`src/hdl/pad_pkg.sv`:
```
// Pad control package
// Widths, mux codes, the configuration word union and pad bus types
package pad_pkg;

  localparam int N_PADS     = 16;
  localparam int PAD_IDX_W  = 4;
  localparam int MUX_W      = 2;
  localparam int PADCFG_W   = 4;
  localparam int CFG_WORD_W = 12;

  typedef logic [MUX_W-1:0]    pad_sel_t;
  typedef logic [PADCFG_W-1:0] pad_cfg_t;

  // Source class per pad
  localparam pad_sel_t MUX_PERIO  = 2'd0;
  localparam pad_sel_t MUX_GPIO   = 2'd1;
  localparam pad_sel_t MUX_FPGAIO = 2'd2;
  localparam pad_sel_t MUX_OFF    = 2'd3;

  // Top bit of the configuration word
  localparam logic KIND_MUX = 1'b0;
  localparam logic KIND_CFG = 1'b1;

  typedef struct packed {
    logic                                    kind;
    logic [PAD_IDX_W-1:0]                    pad;
    pad_sel_t                                sel;
    logic [CFG_WORD_W-PAD_IDX_W-MUX_W-2:0]   spare;
  } cfg_mux_view_t;

  typedef struct packed {
    logic                                    kind;
    logic [PAD_IDX_W-1:0]                    pad;
    pad_cfg_t                                cfg;
    logic [CFG_WORD_W-PAD_IDX_W-PADCFG_W-2:0] spare;
  } cfg_pad_view_t;

  // Same word, read as a mux write or a config write
  typedef union packed {
    cfg_mux_view_t mux;
    cfg_pad_view_t cfg;
  } cfg_word_u;

  typedef struct packed {
    logic                 valid;
    logic                 kind;
    logic [PAD_IDX_W-1:0] pad;
    pad_sel_t             sel;
    pad_cfg_t             cfg;
  } pad_cmd_t;

  typedef struct packed {
    logic [N_PADS-1:0] out;
    logic [N_PADS-1:0] oe;
  } src_bus_t;

  typedef struct packed {
    logic [N_PADS-1:0] out;
    logic [N_PADS-1:0] oe;
  } pad_bus_t;

endpackage
```
`src/hdl/pad_ctrl_top.sv`:
```
// Pad control top
// Config port, per-pad mux table and pad routing
`timescale 1ns/100ps

module pad_ctrl_top (
  input  logic                                    io,
  input  logic                                    reset_i,
  input  logic                                    cfg_req_i,
  input  pad_pkg::cfg_word_u                      cfg_word_i,
  output logic                                    cfg_ack_o,
  input  pad_pkg::src_bus_t                       perio_i,
  input  pad_pkg::src_bus_t                       gpio_i,
  input  pad_pkg::src_bus_t                       fpgaio_i,
  input  logic [pad_pkg::N_PADS-1:0]              pad_in_i,
  output pad_pkg::pad_bus_t                       pad_o,
  output logic [pad_pkg::N_PADS-1:0]              perio_in_o,
  output logic [pad_pkg::N_PADS-1:0]              gpio_in_o,
  output logic [pad_pkg::N_PADS-1:0]              fpgaio_in_o,
  output pad_pkg::pad_cfg_t [pad_pkg::N_PADS-1:0] pad_cfg_o
);
  import pad_pkg::*;

  pad_cmd_t              s_cmd;
  pad_sel_t [N_PADS-1:0] s_pad_sel;

  pad_cfg_port i_pad_cfg_port (
    .io         (io),
    .reset_i    (reset_i),
    .cfg_req_i  (cfg_req_i),
    .cfg_word_i (cfg_word_i),
    .cfg_ack_o  (cfg_ack_o),
    .cmd_o      (s_cmd)
  );

  pad_mux_table i_pad_mux_table (
    .io      (io),
    .reset_i (reset_i),
    .cmd_i   (s_cmd),
    .sel_o   (s_pad_sel),
    .cfg_o   (pad_cfg_o)
  );

  // Output register and input synchronizer
  pad_route i_pad_route (
    .io          (io),
    .reset_i     (reset_i),
    .sel_i       (s_pad_sel),
    .perio_i     (perio_i),
    .gpio_i      (gpio_i),
    .fpgaio_i    (fpgaio_i),
    .pad_in_i    (pad_in_i),
    .pad_o       (pad_o),
    .perio_in_o  (perio_in_o),
    .gpio_in_o   (gpio_in_o),
    .fpgaio_in_o (fpgaio_in_o)
  );

endmodule

```
`src/hdl/pad_route.sv`:
```
// Pad routing
// Drives pads from the selected source class and returns pad inputs to it
`timescale 1ns/100ps

module pad_route (
  input  logic                                    io,
  input  logic                                    reset_i,
  input  pad_pkg::pad_sel_t [pad_pkg::N_PADS-1:0] sel_i,
  input  pad_pkg::src_bus_t                       perio_i,
  input  pad_pkg::src_bus_t                       gpio_i,
  input  pad_pkg::src_bus_t                       fpgaio_i,
  input  logic [pad_pkg::N_PADS-1:0]              pad_in_i,
  output pad_pkg::pad_bus_t                       pad_o,
  output logic [pad_pkg::N_PADS-1:0]              perio_in_o,
  output logic [pad_pkg::N_PADS-1:0]              gpio_in_o,
  output logic [pad_pkg::N_PADS-1:0]              fpgaio_in_o
);
  import pad_pkg::*;

  pad_bus_t          pad_d;
  pad_bus_t          pad_q;
  logic [N_PADS-1:0] in_sync1_q;
  logic [N_PADS-1:0] in_sync2_q;
  logic [N_PADS-1:0] perio_in_q;
  logic [N_PADS-1:0] gpio_in_q;
  logic [N_PADS-1:0] fpgaio_in_q;

  // Per-pad out and oe from the selected class
  always_comb begin
    pad_d = '0;
    for (int p = 0; p < N_PADS; p++) begin
      case (sel_i[p])
        MUX_PERIO: begin
          pad_d.out[p] = perio_i.out[p];
          pad_d.oe[p]  = perio_i.oe[p];
        end
        MUX_GPIO: begin
          pad_d.out[p] = gpio_i.out[p];
          pad_d.oe[p]  = gpio_i.oe[p];
        end
        MUX_FPGAIO: begin
          pad_d.out[p] = fpgaio_i.out[p];
          pad_d.oe[p]  = fpgaio_i.oe[p];
        end
        MUX_OFF: begin
          pad_d.out[p] = 1'b0;
          pad_d.oe[p]  = 1'b0;
        end
      endcase
    end
  end

  always_ff @(posedge io) begin
    if (reset_i) begin
      pad_q <= '0;
    end else begin
      pad_q <= pad_d;
    end
  end

  // Two-flop synchronizer on the pad inputs
  always_ff @(posedge io) begin
    in_sync1_q <= pad_in_i;
    in_sync2_q <= in_sync1_q;
  end

  // Each pad feeds only its selected class, the others read 0
  always_ff @(posedge io) begin
    if (reset_i) begin
      perio_in_q  <= '0;
      gpio_in_q   <= '0;
      fpgaio_in_q <= '0;
    end else begin
      for (int p = 0; p < N_PADS; p++) begin
        perio_in_q[p]  <= in_sync2_q[p] && (sel_i[p] == MUX_PERIO);
        gpio_in_q[p]   <= in_sync2_q[p] && (sel_i[p] == MUX_GPIO);
        fpgaio_in_q[p] <= in_sync2_q[p] && (sel_i[p] == MUX_FPGAIO);
      end
    end
  end

  assign pad_o       = pad_q;
  assign perio_in_o  = perio_in_q;
  assign gpio_in_o   = gpio_in_q;
  assign fpgaio_in_o = fpgaio_in_q;

  // A pad switched off in the table must not drive on the next cycle
  for (genvar p = 0; p < N_PADS; p++) begin : g_off_check
    a_off_no_oe: assert property (@(posedge io) disable iff (reset_i)
      (sel_i[p] == MUX_OFF) |=> !pad_o.oe[p]);
  end

endmodule

```
`src/hdl/pad_mux_table.sv`:
```
// Pad mux table
// Per-pad mux select and config registers, written by decoded commands
`timescale 1ns/100ps

module pad_mux_table (
  input  logic                                    io,
  input  logic                                    reset_i,
  input  pad_pkg::pad_cmd_t                       cmd_i,
  output pad_pkg::pad_sel_t [pad_pkg::N_PADS-1:0] sel_o,
  output pad_pkg::pad_cfg_t [pad_pkg::N_PADS-1:0] cfg_o
);
  import pad_pkg::*;

  pad_sel_t [N_PADS-1:0] sel_q;
  pad_cfg_t [N_PADS-1:0] cfg_q;
  logic     [N_PADS-1:0] sel_we;
  logic     [N_PADS-1:0] cfg_we;

  // One-hot enables from pad index and kind
  always_comb begin
    for (int p = 0; p < N_PADS; p++) begin
      sel_we[p] = cmd_i.valid
                  && (cmd_i.kind == KIND_MUX)
                  && (cmd_i.pad == PAD_IDX_W'(p));
      cfg_we[p] = cmd_i.valid
                  && (cmd_i.kind == KIND_CFG)
                  && (cmd_i.pad == PAD_IDX_W'(p));
    end
  end

  always_ff @(posedge io) begin
    if (reset_i) begin
      sel_q <= {N_PADS{MUX_OFF}};
      cfg_q <= '0;
    end else begin
      for (int p = 0; p < N_PADS; p++) begin
        if (sel_we[p]) begin
          sel_q[p] <= cmd_i.sel;
        end
        if (cfg_we[p]) begin
          cfg_q[p] <= cmd_i.cfg;
        end
      end
    end
  end

  assign sel_o = sel_q;
  assign cfg_o = cfg_q;

  // Unknown kind would corrupt the select or config of some pad
  a_kind_known: assert property (@(posedge io) disable iff (reset_i)
    cmd_i.valid |-> !$isunknown(cmd_i.kind));

endmodule

```
`src/hdl/pad_cfg_port.sv`:
```
// Pad configuration port
// Four-phase req/ack receiver, turns each accepted word into one write command
`timescale 1ns/100ps

module pad_cfg_port (
  input  logic               io,
  input  logic               reset_i,
  input  logic               cfg_req_i,
  input  pad_pkg::cfg_word_u cfg_word_i,
  output logic               cfg_ack_o,
  output pad_pkg::pad_cmd_t  cmd_o
);
  import pad_pkg::*;

  typedef enum logic [1:0] {
    ST_IDLE,
    ST_WRITE,
    ST_ACK,
    ST_DROP
  } state_e;

  state_e   state_q;
  state_e   state_d;
  logic     start;
  logic     valid_q;
  pad_cmd_t cmd_d;
  pad_cmd_t cmd_q;

  assign start = (state_q == ST_IDLE) && cfg_req_i;

  always_comb begin
    state_d = state_q;
    case (state_q)
      ST_IDLE:  if (cfg_req_i) state_d = ST_WRITE;
      ST_WRITE: state_d = ST_ACK;
      ST_ACK:   if (!cfg_req_i) state_d = ST_DROP;
      ST_DROP:  state_d = ST_IDLE;
      default:  state_d = ST_IDLE;
    endcase
  end

  // Read the word through the view named by its kind bit
  always_comb begin
    cmd_d      = '0;
    cmd_d.kind = cfg_word_i.mux.kind;
    if (cfg_word_i.mux.kind == KIND_CFG) begin
      cmd_d.pad = cfg_word_i.cfg.pad;
      cmd_d.cfg = cfg_word_i.cfg.cfg;
    end else begin
      cmd_d.pad = cfg_word_i.mux.pad;
      cmd_d.sel = cfg_word_i.mux.sel;
    end
  end

  always_ff @(posedge io) begin
    if (reset_i) begin
      state_q <= ST_IDLE;
      valid_q <= 1'b0;
    end else begin
      state_q <= state_d;
      valid_q <= start;
    end
  end

  always_ff @(posedge io) begin
    if (start) begin
      cmd_q <= cmd_d;
    end
  end

  always_comb begin
    cmd_o       = cmd_q;
    cmd_o.valid = valid_q;
  end

  // Ack held through the drop cycle after req goes low
  assign cfg_ack_o = (state_q == ST_ACK) || (state_q == ST_DROP);

  // Master must still hold req in the cycle ack comes up
  a_ack_after_req: assert property (@(posedge io) disable iff (reset_i)
    $rose(cfg_ack_o) |-> $past(cfg_req_i));

  a_cmd_single: assert property (@(posedge io) disable iff (reset_i)
    cmd_o.valid |=> !cmd_o.valid);

endmodule

```
`config.mk`:
```
export PLATFORM = sky130hd
export DESIGN_NAME = pad_ctrl_top
export DESIGN_NICKNAME = d
export VERILOG_FILES = /design/src/hdl/pad_pkg.sv /design/src/hdl/pad_ctrl_top.sv /design/src/hdl/pad_route.sv /design/src/hdl/pad_mux_table.sv /design/src/hdl/pad_cfg_port.sv
export SDC_FILE = /design/constraint.sdc
export NUM_CORES = 1
export LEC_CHECK = 0
export BUFFER_PORTS_ARGS = -buffer_cell sky130_fd_sc_hd__buf_4
export CORE_ASPECT_RATIO = 2
export CORE_MARGIN = 5
export CORE_UTILIZATION = 30
export DETAILED_ROUTE_END_ITERATION = 8
export HOLD_SLACK_MARGIN = 0.1
export SYNTH_ARGS = -nofsm -noshare
export SYNTH_HDL_FRONTEND = slang
export SYNTH_HIERARCHICAL = 1
export SYNTH_SLANG_ARGS = --single-unit
```
`constraint.sdc`:
```
create_clock -name io -period 1.4 [get_ports io]
set_input_delay 0.28 -clock io [delete_from_list [all_inputs] [get_ports io]]
set_output_delay 0.28 -clock io [all_outputs]
set_load 0.005 [all_outputs]
```
==> results of run 1 <==
registers in the layout (all words and copies together), names as in the netlist:
register,count
i_pad_cfg_port/cmd_o,11
i_pad_cfg_port/state_q,2
i_pad_cfg_port/valid_q,1
i_pad_mux_table/cfg_o,64
i_pad_mux_table/sel_o,32
i_pad_route/fpgaio_in_o,16
i_pad_route/gpio_in_o,16
i_pad_route/in_sync1_q,16
i_pad_route/in_sync2_q,16
i_pad_route/pad_o,32
i_pad_route/perio_in_o,16
layout make-up:
cell class / instances / area (um^2) / area share [%]
Tap cell: 348 / 435 / 3.57
Inverter: 2 / 7.51 / 0.0616
Timing Repair Buffer: 371 / 3060 / 25.1
Clock inverter: 5 / 52.6 / 0.431
Multi-Input combinational cell: 439 / 3480 / 28.5
Sequential cell: 222 / 4560 / 37.4
Clock buffer: 29 / 596 / 4.89
worst min-delay path by stage:
stage	start	to	slack, ns	cells after the start
after floorplan	pad_in_i[0]	i_pad_route/in_sync1_q[0]	0.31	0
after global placement	i_pad_route/in_sync1_q[9]	i_pad_route/in_sync2_q[9]	0.31	0
after detailed placement	i_pad_route/in_sync1_q[5]	i_pad_route/in_sync2_q[5]	0.31	0
after CTS	cfg_req_i	i_pad_cfg_port/state_q[1]	0.11	3
after global routing	cfg_req_i	i_pad_cfg_port/state_q[0]	0.13	3
final	reset_i	i_pad_cfg_port/valid_q	0.13	2
worst register-to-register path, stage by stage (launching register included):
cell	delay, ns
sky130_fd_sc_hd__edfxtp_1	0.49
sky130_fd_sc_hd__and2b_2	0.28
sky130_fd_sc_hd__buf_6	0.12
sky130_fd_sc_hd__nand4_1	0.09
sky130_fd_sc_hd__buf_6	0.14
sky130_fd_sc_hd__mux2i_1	0.18
layout by cell type, fill, tap and decap left out, types with 3 or more instances in the layout:
cell type,netlist,routed
sky130_fd_sc_hd__clkbuf_16,0,21
sky130_fd_sc_hd__dlygate4sd3_1,0,57
sky130_fd_sc_hd__edfxtp_1,11,11
sky130_fd_sc_hd__ha_1,5,3
sky130_fd_sc_hd__a211oi_1,64,64
sky130_fd_sc_hd__nor2_1,35,32
sky130_fd_sc_hd__nand2b_1,103,103
sky130_fd_sc_hd__and4bb_2,34,33
sky130_fd_sc_hd__and2_1,5,4
sky130_fd_sc_hd__buf_4,3,297
sky130_fd_sc_hd__mux2i_1,98,98
sky130_fd_sc_hd__buf_12,0,8
sky130_fd_sc_hd__buf_6,2,9
sky130_fd_sc_hd__dfxtp_1,211,209
sky130_fd_sc_hd__clkbuf_8,0,4
sky130_fd_sc_hd__nand2_1,24,9
sky130_fd_sc_hd__nor2b_1,39,37
sky130_fd_sc_hd__nand2_2,0,15
sky130_fd_sc_hd__nand4_1,3,3
sky130_fd_sc_hd__nor4b_1,16,16
sky130_fd_sc_hd__nor2_2,1,4
sky130_fd_sc_hd__clkbuf_1,14,4
sky130_fd_sc_hd__clkinv_2,0,3
layer usage:
metal	track usage [%]	part of all wire (%)	up-vias
met5	0	0	-
met4	5.43	2.9	0
met3	2.77	5.6	37
met2	29.2	56	193
met1	16.0	36	3034
li1	-	-	3170
kinds of logic (layout without fill, tap and decap cells):
kind of cell	after synthesis	after routing	synth area share [%]
simple gates	270	270	22.6
flops	222	222	56.0
mux	99	99	12.2
compound gates	65	65	6.00
buf+inv	39	407	2.40
fa+ha+maj	5	5	0.770
through the flow:
step                      instance area, um^2  instances  power [uW]
after floorplan                          8130        700        7540
after global placement                  10800       1314        8360
after detailed placement                10800       1314        8370
after CTS                               12000       1410       14200
after global routing                    12200       1416       14700
final                                   12200       1416       14100
repair_timing:
item                                   in CTS  in global routing
pin swaps                                   3                  4
endpoints found under the hold margin      59                  0
hold buffers                               57                  0
setup endpoints to repair                  40                 76
buffers inserted                            5                  6
resized for setup                          11                 34
power groups by stage:
stage               clock network, uW  logic (uW)  registers, uW
floorplan                           0         693           6850
finish                           5460        1800           6790
global placement                    0        1450           6910
CTS                              5710        1690           6790
global route                     5910        1950           6820
detailed placement                  0        1460           6920
==> results by stage, run 1 <==
Drt:
- The detail-routed via count per cell is 4.54.
- Summed over all layers, the routed wires come to 23.7 mm.
- The iteration count of the initial detailed-routing pass is 4.
- For this block, the via count after detailed routing is 6,434.
- After detailed routing, the average wire length per cell comes to 16.7 um.
- After detailed routing, the number of remaining DRC violations is 0.
- The detail route stage leaves a number of antenna-violating nets equal to 0.
- For this block, the initial DRC count from the detailed router was 209.

Setup path:
- The number of cells on the critical path is 4.
- Together, buffers and inverters on the worst path number 2.
- The required time of the critical path is 1.12 ns.
- The worst setup path is captured at an output pin.
- The critical path capture point is cfg_ack_o.
- The largest driver fanout on the critical path is 2.
- The critical path is of the register to output pin type.
- On the worst path, the slowest cell contributes a delay of 0.33 ns.
- In this run the critical register-to-register path is captured at i_pad_mux_table/cfg_o[10].
- The slowest stage of the critical path is the sky130_fd_sc_hd__dfxtp_2 cell.
- STA puts the critical path data arrival time at 1.40 ns.
- The signal on the critical path passes through buf_6 -> ha_4 -> or2_4 -> buf_6.
- The kind of cell adding the most delay to the critical path is flip-flops.
- The cell depth of the worst flop-to-flop path is 5.
- Tracing the worst setup path back leads to its startpoint at i_pad_cfg_port/state_q[0].
- The setup check on the worst reg-to-reg path leaves a slack of 0.02 ns.
- The most numerous cell type found on the critical path is sky130_fd_sc_hd__buf_6.
- The startpoint of the worst-slack reg-to-reg timing path is i_pad_cfg_port/cmd_o[7].
- STA classifies the critical path startpoint as a register.

Synth:
- The post-synthesis average cell area is 11.6 um^2.
- The cell with the most instances after synthesis is sky130_fd_sc_hd__dfxtp_1.
- After synthesis, the largest area contributor takes up 52.0% of total cell area.
- After synthesis the cells add up to 8130 um^2.
- For this run, asynchronously set or reset flops after synthesis account for 0%.
- In the synthesized netlist, the number of instances is 700.
- The share of the Yosys chip area taken by registers is 56.0%.
- The number of nets handed over by synthesis was 832.
- The prevailing post-synth register cell is sky130_fd_sc_hd__dfxtp_1.
- By area the synthesized netlist is led by sky130_fd_sc_hd__dfxtp_1 (52%), sky130_fd_sc_hd__mux2i_1 (12%), sky130_fd_sc_hd__nand2b_1 (7.9%), sky130_fd_sc_hd__a211oi_1 (5.9%), sky130_fd_sc_hd__and4bb_2 (5.2%).
- The commonest cells after synthesis are sky130_fd_sc_hd__dfxtp_1 (211), sky130_fd_sc_hd__nand2b_1 (103), sky130_fd_sc_hd__mux2i_1 (98).
- Summed over all instances, the cell type with the most area after synthesis is sky130_fd_sc_hd__dfxtp_1.
- After synthesis the netlist holds a flip-flop and latch count of 222.
- The Yosys warning count is 6.
- Counting distinct cell types in the post-synthesis netlist gives 30.
- The number of flops mapped to enable cells by yosys is 11.

Floorplanning:
- The number of cell rows is 85.
- The core area is 26,800 um^2.
- The number of ports placed on the die boundary is 272.
- The overall die height is 243 um.
- Once the floorplan was initialized, standard cells occupied 30.3% of the core.
- Measured along the x axis, the die boundary spans 126 um.
- The floorplan step defined a die boundary enclosing 30,700 um^2.

Placement:
- The worst setup slack after placement is -0.0750 ns.
- The wire-length estimate of the detail-placed layout is 17.5 mm.
- The count of buffers inserted at the top-level ports is 268.
- At the end of routability-driven placement, the weighted congestion stood at 0.781.

STA:
- The max-slew headroom at the worst pin is 77.5%.
- The final count of negative-setup-slack endpoints is 1.
- The final setup slack of the worst path is -0.284 ns.
- The worst path uses 120% of the clock period.
- The count of final max-slew check failures is 0.
- The count of endpoints failing hold in the final timing report was 0.
- The final setup skew is 0.0155 ns.
- The shortest period the worst path allows is 1.68 ns.
- Hold is met by 0.134 ns.
- Setup repair after global routing could not meet its margin everywhere.
- For the pin with the worst max-slew slack, the measured transition is 0.337 ns.
- The maximum frequency from static timing analysis is 594 MHz.
- The post-route setup TNS is -0.284 ns.

Final layout:
- The number of antenna repair diodes is 0.
- The growth of design area from synthesis to finish is 49.9%.
- The number of nets in the layout is 1,189.
- The share of post-route cells with drive strength above 1 is 38.9%.
- After filler insertion, the fill cell instance count of the layout stands at 2,558.
- At the end of the flow the core is filled with cells to 45.5%.

Global route:
- The global-route wire length before repair is 37.8 mm.
- Entering global routing, the biggest net connects 67 pins.
- After global routing the overflow that remains totals 0.
- The number of antenna violations at the first check in global routing is 0.
- Global routing consumed, over all layers together, 15.2% of the routing resources.
- The number of global-route vias before repair is 6,844.

Clocking:
- For the worst-skew pair, the clock arrives at the later sink with an insertion delay of 0.50 ns.
- The longest clock path from root to sink contains 3 buffers.
- The number of H-tree branching levels is 1.
- Counting every sink on the clock net gives 222.
- The number of buffers added by the clock tree synthesis step is 21.
- In this run the clock root is driven by a sky130_fd_sc_hd__clkbuf_16.
- The clock slew seen by the registers of the worst setup and hold paths is 0.06 ns.
- TritonCTS built the clock tree.

Pwr:
- The worst supply voltage drop on vdd is 1.12 mV.
- In this run, flip-flops and latches consume 48.3% of the power.
- The share of total power in the clock network is 38.9%.
- The analysis attributes to cell leakage a power of 0.00549 uW.
- The analysis attributes to net switching a power of 3280 uW.
- In this run switching power makes up 23.3% of total power.
- The internal power of the cells totals 10,800 uW.
- The part of the total power dissipated in combinational logic is 12.8%.
- In this run the power density over the cells is 1150 nW/um^2.

Flow run:
- The max-cap violation count is 0.

Hold path:
- In this run the worst hold path is classified as primary input to register.

Run status:
- The final reports fail on negative setup slack.
- The run finished, with violations left.
(Power assumes the default switching activity.)
==> run 2: changes to the inputs <==
--- a/config.mk
+++ b/config.mk
@@ -11,6 +11,7 @@
 export CORE_UTILIZATION = 30
 export DETAILED_ROUTE_END_ITERATION = 8
 export HOLD_SLACK_MARGIN = 0.1
+export PLACE_DENSITY = 0.56
 export SYNTH_ARGS = -nofsm -noshare
 export SYNTH_HDL_FRONTEND = slang
 export SYNTH_HIERARCHICAL = 1
==> results by stage, run 2 (synthesized netlist as in run 1, its figures left out) <==
Setup path:
- The cell depth of the worst flop-to-flop path is 4 (-1).
- STA classifies the critical path startpoint as a register.
- The worst setup path is captured at an output pin.
- The largest driver fanout on the critical path is 3 (+1).
- The setup path with the least slack is of type register to output pin.
- The internal reg-to-reg setup slack is -0.02 ns (-0.04 ns).
- For this design, the slowest cell found on the critical path is sky130_fd_sc_hd__dfxtp_2.
- The endpoint of the most critical register-to-register path is i_pad_mux_table/cfg_o[23].
- The critical path data arrival time is 1.38 ns (-0.02 ns).
- The longest individual stage delay on the worst path is 0.35 ns (+0.02 ns).
- The required time of the critical path came to 1.12 ns (about the same).
- In this run the critical register-to-register path is launched from i_pad_cfg_port/cmd_o[9].
- The signal on the critical path passes through inv_2 -> ha_4 -> or2_4 -> buf_6.

Floorplanning:
- The initial core utilization is 30.3% (unchanged).
- The overall die height was 243 um (unchanged).
- The number of cell rows was 85 (unchanged).
- The width of the die is 126 um (unchanged).
- The die area is 30,700 um^2 (unchanged).
- The core area is 26,800 um^2 (unchanged).
- The number of ports placed on the die boundary is 272 (unchanged).

Clocking:
- The tree is rooted in a sky130_fd_sc_hd__clkbuf_16.
- The buffer levels on the longest clock path is 3 (unchanged).
- The number of H-tree branching levels is 1 (unchanged).
- The number of buffers added by the clock tree synthesis step was 22 (+4.8%).
- The clock latency at the later pin of the worst-skew pair came to 0.52 ns (+0.02 ns).
- TritonCTS built the clock tree.
- The clock slew seen by the registers of the worst setup and hold paths is 0.06 ns (about the same).
- The number of sinks on the clock net came to 222 (unchanged).

Global route:
- The global-route usage over all layers is 15.0% (-0.16 points).
- The number of antenna violations at the first check in global routing came to 1 (+1).
- The residual overflow from global routing is 0 (unchanged).
- The pin count of the biggest net entering global routing was 71 (+6.0%).
- The global-route wire length before repair is 37.1 mm (-1.8%).
- The number of global-route vias before repair came to 6,618 (-3.3%).

Final layout:
- The share of post-route cells with drive strength above 1 came to 38.6% (-0.30 points).
- The top cell types in the final layout, fill and taps aside, are sky130_fd_sc_hd__buf_4 (290), sky130_fd_sc_hd__dfxtp_1 (209), sky130_fd_sc_hd__nand2b_1 (103).
- The growth of design area from synthesis to finish is 51.4%.
- The final standard cell utilization of the core is 45.9% (+0.45 points).
- The most common library cell in the layout ignoring fill and taps is sky130_fd_sc_hd__buf_4.
- The count of filler cells inserted in the layout is 2,599 (+1.6%).
- The number of nets in the layout is 1,185 (-0.34%).
- The number of flip-flops in the largest register was 64 (unchanged).
- The final instance count without filler cells came to 1,415 (-0.071%).

Placement:
- The placer congestion estimate is 0.752 (-3.8%).
- The number of placed instances with taps included is 1,306 (-0.61%).
- The count of buffers inserted at the top-level ports is 268 (unchanged).
- The final HPWL from detailed placement was 17.2 mm (-1.6%).
- The worst setup slack after placement is -0.115 ns (-0.0396 ns).

Pwr:
- The power density over cell area was 1160 nW/um^2 (+0.71%).
- The static leakage power came to 0.00560 uW (+2.0%).
- The worst supply voltage drop on vdd is 0.952 mV (-15%).

Drt:
- The remaining routing DRC violations came to 0 (unchanged).
- The detail-routed via count per cell was 4.50 (-0.86%).
- The final routed wire length divided by cell count is 16.7 um (about the same).
- The iteration count of the initial detailed-routing pass is 4 (unchanged).
- The number of nets with antenna violations after detailed routing is 0 (unchanged).
- The final wirelength is 23.6 mm (-0.16%).
- The initial DRC count is 175 (-16%).
- The count of vias placed by the detailed router is 6,374 (-0.93%).

STA:
- The maximum frequency from static timing analysis came to 602 MHz (+1.4%).
- The shortest period the worst path allows is 1.66 ns (-0.0230 ns).
- The count of final max-slew check failures is 0 (unchanged).
- The final setup slack of the worst path came to -0.261 ns (+0.0230 ns).
- Setup repair after global routing could not meet its margin everywhere.
- The final count of negative-setup-slack endpoints came to 8 (+7).
- The final period utilization came to 119% (-1.6 points).
- The slew at the pin closest to its max-slew limit is 0.353 ns (+0.0160 ns).
- The final setup skew was 0.0290 ns (+0.0135 ns).
- The max-slew headroom at the worst pin was 76.4% (-1.1 points).
- The count of endpoints failing hold in the final timing report is 0 (unchanged).

Run status:
- The run finished, with violations left.
- The final reports fail on negative setup slack.

Hold path:
- The instance count along the most critical hold path is 3 (+1).
- The startpoint identified for the worst hold timing path is gpio_i[19].
- The path with the worst hold slack has its endpoint at i_pad_route/pad_o[19].
- The worst hold path belongs to the class primary input to register.

Flow run:
- The max-cap violation count was 0 (unchanged).
## run 2: changes by cell type in the layout (fill, tap and decap cells not counted), moves of 2 or more
cell                            delta
sky130_fd_sc_hd__nand2_2          -10
sky130_fd_sc_hd__buf_6             -3
sky130_fd_sc_hd__nand2_8           +2
sky130_fd_sc_hd__buf_12            +3
sky130_fd_sc_hd__nor2b_4           +2
sky130_fd_sc_hd__nor2b_1           -2
sky130_fd_sc_hd__nand2_4           +9
sky130_fd_sc_hd__clkbuf_1          +2
sky130_fd_sc_hd__and4b_2           -2
sky130_fd_sc_hd__buf_4             -7
sky130_fd_sc_hd__and4b_4           +2
sky130_fd_sc_hd__clkbuf_16         +2
sky130_fd_sc_hd__dlygate4sd3_1     +2
## run 2: cell type report
cell class	instances	area [um^2]	area share, %
Tap cell	348	435	3.54
Multi-Input combinational cell	439	3560	29.0
Antenna cell	1	2.50	0.0203
Timing Repair Buffer	366	3060	24.8
Clock buffer	34	667	5.42
Sequential cell	222	4560	37.0
Inverter	2	7.51	0.0610
Clock inverter	3	16.3	0.132
## run 2: worst max-delay path by stage
stage / from / end / slack, ns / cells after the start
3_3_place_gp: i_pad_cfg_port/cmd_o[10] / i_pad_mux_table/cfg_o[44] / -0.05 / 4
5_1_grt: i_pad_cfg_port/state_q[0] / cfg_ack_o / -0.32 / 4
3_5_place_dp: i_pad_cfg_port/cmd_o[10] / i_pad_mux_table/sel_o[31] / -0.11 / 3
2_1_floorplan: i_pad_cfg_port/cmd_o[7] / i_pad_mux_table/cfg_o[0] / 0.09 / 4
4_1_cts: i_pad_cfg_port/state_q[0] / cfg_ack_o / -0.30 / 4
6_report: i_pad_cfg_port/state_q[0] / cfg_ack_o / -0.26 / 4
## run 2: through the flow
stage	power (uW)	setup TNS, ns	hold slack [ns]	area, um^2
after floorplan	7540	0	0.308	8130
after CTS	14400	-0.310	0.113	12100
after detailed placement	8350	-1.63	0.312	10700
after global routing	15000	-1.92	0.120	12300
after global placement	8340	-0.646	0.312	10700
final	14300	-0.355	0.129	12300
## run 2: timing repair
| item | in CTS | in global routing |
|---|---|---|
| resized for setup | 23 | 40 |
| hold buffers | 59 | 0 |
| setup buffers | 6 | 6 |
| cloned | 0 | 0 |
| setup endpoints to repair | 56 | 65 |
| pin swaps | 3 | 14 |
| hold endpoints to repair | 61 | 0 |
## run 2: critical path: cells and delay by family, from the launching register on
family,cells,cell delay [ns]
adders and majority gates,1,0.15
buffers and inverters,2,0.16
and+or+nand+nor,1,0.22
DFF,1,0.35
## run 2: where the power goes
group / internal, uW / total (uW) / leakage (uW) / switching [uW]
Sequential: 6610 / 6790 / 0.00182 / 182
Clock: 3260 / 5650 / 0.000339 / 2390
Combinational: 1040 / 1850 / 0.00344 / 814
## run 2: metal layers
metal	routed length (um)	GRT usage, %
met5	0	0
met4	630	5.05
met3	1290	2.79
met2	13300	29.4
met1	8400	15.5
==> run 3: changes to the inputs <==
--- a/config.mk
+++ b/config.mk
@@ -6,13 +6,13 @@
 export NUM_CORES = 1
 export LEC_CHECK = 0
 export BUFFER_PORTS_ARGS = -buffer_cell sky130_fd_sc_hd__buf_4
+export CAP_MARGIN = 10
 export CORE_ASPECT_RATIO = 2
 export CORE_MARGIN = 5
 export CORE_UTILIZATION = 30
 export DETAILED_ROUTE_END_ITERATION = 8
 export HOLD_SLACK_MARGIN = 0.1
-export PLACE_DENSITY = 0.56
+export PLACE_DENSITY = 0.51
 export SYNTH_ARGS = -nofsm -noshare
 export SYNTH_HDL_FRONTEND = slang
-export SYNTH_HIERARCHICAL = 1
 export SYNTH_SLANG_ARGS = --single-unit
==> results by stage, run 3 <==
Placement:
- The final HPWL from detailed placement is 17.8 mm (+3.3%).
- The count of buffers inserted at the top-level ports is 268 (unchanged).
- The placer congestion estimate is 0.740 (-1.5%).
- The placed standard-cell area is 10,700 um^2 (-0.33%).
- The worst setup slack after placement is -0.0385 ns (+0.0761 ns).
- The number of placed instances with taps included is 1,322 (+1.2%).

Synth:
- The share of the synthesized area in the top cell type is 52.6% (+0.62 points).
- The unique cell type count in the Yosys netlist was 28 (-6.7%).
- The biggest area contributor in the post-synthesis netlist is sky130_fd_sc_hd__dfxtp_1.
- The instance count of the mapped netlist is 721 (+3.0%).
- The multiplexer share of the synthesized area came to 16.2% (+4.0 points).
- The cell area after synthesis is 8030 um^2 (-1.2%).
- After synthesis, the cell types taking the most area are sky130_fd_sc_hd__dfxtp_1 (53%), sky130_fd_sc_hd__mux2i_1 (16%), sky130_fd_sc_hd__nand2b_1 (5.4%), sky130_fd_sc_hd__edfxtp_1 (4.1%), sky130_fd_sc_hd__nor4bb_1 (3.2%).
- The cell with the most instances after synthesis is sky130_fd_sc_hd__dfxtp_1.
- The post-synthesis average cell area came to 11.1 um^2 (-4.1%).
- The post-synthesis sequential area ratio was 56.7% (+0.67 points).
- The commonest cells after synthesis are sky130_fd_sc_hd__dfxtp_1 (211), sky130_fd_sc_hd__mux2i_1 (130), sky130_fd_sc_hd__nand2b_1 (69).
- The post-synthesis adder-cell area fraction was 0.623% (-0.15 points).
- The post-synthesis register bit count is 222 (unchanged).
- The share of flip-flops with an asynchronous set or reset came to 0% (unchanged).
- The number of flops mapped to enable cells by yosys is 11 (unchanged).
- The prevailing post-synth register cell is sky130_fd_sc_hd__dfxtp_1.
- The net count of the mapped netlist is 852 (+2.4%).
- The area fraction in and, or, nand and nor cells after synthesis is 21.9% (-0.62 points).
- By area, the combinational part of the netlist is dominated by simple AND/OR/NAND/NOR gates.
- The Yosys warning count is 0 (-6).
- The post-synthesis share of cell area spent on xor and xnor gates came to 0% (unchanged).
- The area fraction in compound gates after synthesis was 1.99% (-4.0 points).

Clocking:
- The clock latency at the later pin of the worst-skew pair is 0.50 ns (-0.02 ns).
- The number of buffers added by the clock tree synthesis step is 22 (unchanged).
- Clock tree synthesis selected as its root buffer the cell sky130_fd_sc_hd__clkbuf_16.
- The number of sinks on the clock net came to 222 (unchanged).
- The number of H-tree branching levels is 1 (unchanged).
- The buffer levels on the longest clock path came to 3 (unchanged).
- The clock tree from TritonCTS is yes.
- The clock slew seen by the registers of the worst setup and hold paths is 0.06 ns (about the same).

Setup path:
- The type of element launching the critical path is a register.
- In this design, the largest share of critical-path delay is due to flip-flops.
- The worst setup path is captured at an output pin.
- The cell depth of the worst flop-to-flop path was 4 (unchanged).
- The internal reg-to-reg setup slack is 0.01 ns (+0.03 ns).
- Walking the worst path, the cells encountered are inv_4 -> ha_4 -> or2_4 -> buf_6.
- The startpoint of the worst-slack reg-to-reg timing path is i_pad_cfg_port.cmd_o[7].
- The endpoint identified for the worst register-to-register timing path is i_pad_mux_table.sel_o[24].
- The path type of the worst setup path is register to output pin.
- The required time of the critical path came to 1.12 ns (about the same).
- Tracing the worst setup path back leads to its startpoint at i_pad_cfg_port.state_q[0].
- The largest driver fanout on the critical path came to 3 (unchanged).
- The critical path data arrival time is 1.39 ns (about the same).
- The number of cells on the critical path is 4 (unchanged).
- The critical path buffer and inverter count came to 2 (unchanged).
- For this design, the slowest cell found on the critical path is sky130_fd_sc_hd__dfxtp_4.
- Following the worst setup path forward leads to its endpoint at cfg_ack_o.
- The longest individual stage delay on the worst path is 0.37 ns (+0.02 ns).

Pwr:
- The proportion of total power due to net switching is 23.1% (-0.56 points).
- The part of the total power dissipated in combinational logic is 12.0% (-0.9 points).
- The power density over cell area is 1180 nW/um^2 (+1.3%).
- The switching power is 3320 uW (-2.1%).
- The worst supply voltage drop on vdd is 0.917 mV (-3.7%).
- The final total power is 14,300 uW (+0.30%).
- The internal power contribution is 11,000 uW (+1.0%).
- The share of total power in the clock network is 40.8% (+1.3 points).
- The static leakage power came to 0.00589 uW (+5.2%).
- The part of the total power dissipated in sequential elements was 47.2% (-0.3 points).

STA:
- The count of endpoints failing hold in the final timing report was 0 (unchanged).
- The final setup slack of the worst path was -0.270 ns (-0.00928 ns).
- The shortest period the worst path allows is 1.67 ns (+0.00928 ns).
- The count of final max-slew check failures is 0 (unchanged).
- The final count of negative-setup-slack endpoints is 1 (-7).
- The worst slack on hold paths is 0.147 ns (+0.0180 ns).
- The max-slew headroom at the worst pin was 77.1% (+0.67 points).
- The final period utilization is 119% (+0.66 points).
- The final setup skew is 0.00553 ns (-0.0235 ns).
- Setup repair after global routing could not meet its margin everywhere.
- The slew at the pin closest to its max-slew limit is 0.344 ns (-0.00952 ns).
- The maximum frequency from static timing analysis came to 599 MHz (-0.56%).

Floorplanning:
- The die area is 30,300 um^2 (-1.1%).
- The core area is 26,400 um^2 (-1.6%).
- The width of the die is 126 um (-0.55%).
- The number of ports placed on the die boundary is 272 (unchanged).
- The overall die height is 241 um (-0.57%).
- The initial core utilization is 30.4% (+0.12 points).
- The number of cell rows is 84 (-1.2%).

Drt:
- The detail-routed via count per cell is 4.36 (-3.1%).
- The iteration count of the initial detailed-routing pass came to 4 (unchanged).
- The remaining routing DRC violations is 0 (unchanged).
- The count of vias placed by the detailed router came to 6,207 (-2.6%).
- The final wirelength is 23.8 mm (+0.87%).
- The number of nets with antenna violations after detailed routing is 0 (unchanged).
- The final routed wire length divided by cell count was 16.8 um (+0.37%).
- The initial DRC count is 132 (-25%).

Global route:
- The number of antenna violations at the first check in global routing came to 1 (unchanged).
- The number of global-route vias before repair is 6,464 (-2.3%).
- The residual overflow from global routing came to 0 (unchanged).
- The global-route usage over all layers is 15.2% (+0.16 points).
- The global-route wire length before repair is 36.5 mm (-1.6%).
- The pin count of the biggest net entering global routing came to 59 (-17%).

Final layout:
- The number of nets in the layout is 1,193 (+0.68%).
- The total non-filler cell area in the finished layout came to 12,200 um^2 (-0.99%).
- The most common library cell in the layout ignoring fill and taps is sky130_fd_sc_hd__buf_4.
- The final instance count without filler cells is 1,422 (+0.49%).
- The number of flip-flops in the largest register is 64 (unchanged).
- In the layout the commonest cells are sky130_fd_sc_hd__buf_4 (288), sky130_fd_sc_hd__dfxtp_1 (209), sky130_fd_sc_hd__mux2i_1 (127).
- Relative to the synthesized area, the layout overhead comes to 51.7%.
- The share of post-route cells with drive strength above 1 is 38.7% (+0.11 points).

Run status:
- The flow ran to the end, but the final reports show violations.
- The final reports fail on negative setup slack.

Hold path:
- The class of the worst hold path is primary input to register.
- The worst hold path begins at cfg_req_i.

Flow run:
- The max-cap violation count is 0 (unchanged).
==> run 3: changes by cell type in the layout (fill, tap and decap cells not counted), sizes merged, moves of 3 or more <==
cell    delta
nor2b     -16
clkinv     +3
and4bb    -31
or2       +32
nand4      -3
nor4bb    +26
nand2b    -34
a21oi     +32
nand2     +35
a211oi    -64
mux2i     +31
buf        -4
and3b      +6
==> run 3: area by class of cell <==
class                   instances  area, um^2
diodes                          2        5.00
well taps                     344         430
clock buffers                  32         661
fillers                      2537       14200
multi-input cells             454        3460
flip-flops and latches        222        4560
clock inverters                 6        55.1
inverters                       2        10.0
repair buffers                360        3000
==> run 3: layer usage <==
metal | GRT usage [%] | wire (um) | vias up
li1 | - | - | 3113
met2 | 30.7 | 13800 | 169
met1 | 14.8 | 8210 | 2905
met5 | 0 | 0 | -
met4 | 4.87 | 410 | 0
met3 | 3.51 | 1390 | 20
==> run 3: cell families after synthesis <==
group                    Yosys count
AND/OR/NAND/NOR                  288
buffers and inverters             45
adder cells (fa/ha/maj)            4
multiplexers                     130
flip-flops                       222
AO/OA/AOI/OAI                     32
==> run 3: how the worst min path moves through the flow <==
| stage | end | slack, ns | cells after the start |
|---|---|---|---|
| floorplan | i_pad_route.in_sync1_q[0] | 0.31 | 0 |
| global placement | i_pad_route.in_sync2_q[14] | 0.31 | 0 |
| detailed placement | i_pad_route.in_sync2_q[7] | 0.31 | 0 |
| CTS | i_pad_cfg_port.state_q[0] | 0.13 | 4 |
| global route | i_pad_cfg_port.state_q[0] | 0.13 | 4 |
| finish | i_pad_cfg_port.state_q[0] | 0.15 | 4 |
==> run 3: stage by stage <==
stage                     setup TNS, ns  utilization (%)
after floorplan                       0                -
after global placement                0             40.4
after detailed placement        -0.0621             40.4
after CTS                        -0.419             45.6
after global routing             -0.919             46.2
final                            -0.270             46.2
==> run 3: worst register-to-register path: cells and delay by family, from the launching register on <==
family,cells,cell delay [ns]
flip-flops,1,0.49
AND/OR/NAND/NOR,2,0.44
multiplexers,1,0.12
buffers and inverters,1,0.23
==> run 3: timing repair <==
action,CTS,global route
cloned,0,0
pin swaps,3,7
gates resized for setup,24,45
setup buffers,3,1
endpoints found under the hold margin,59,0
hold buffers,57,0
endpoints found under the setup margin,27,79
==> run 3: power by group through the flow <==
stage	sequential (uW)	clock (uW)	combinational, uW
after detailed placement	6860	0	1390
after global routing	6790	6350	1870
final	6760	5850	1730
after global placement	6850	0	1380
after CTS	6740	6100	1620
after floorplan	6820	0	611
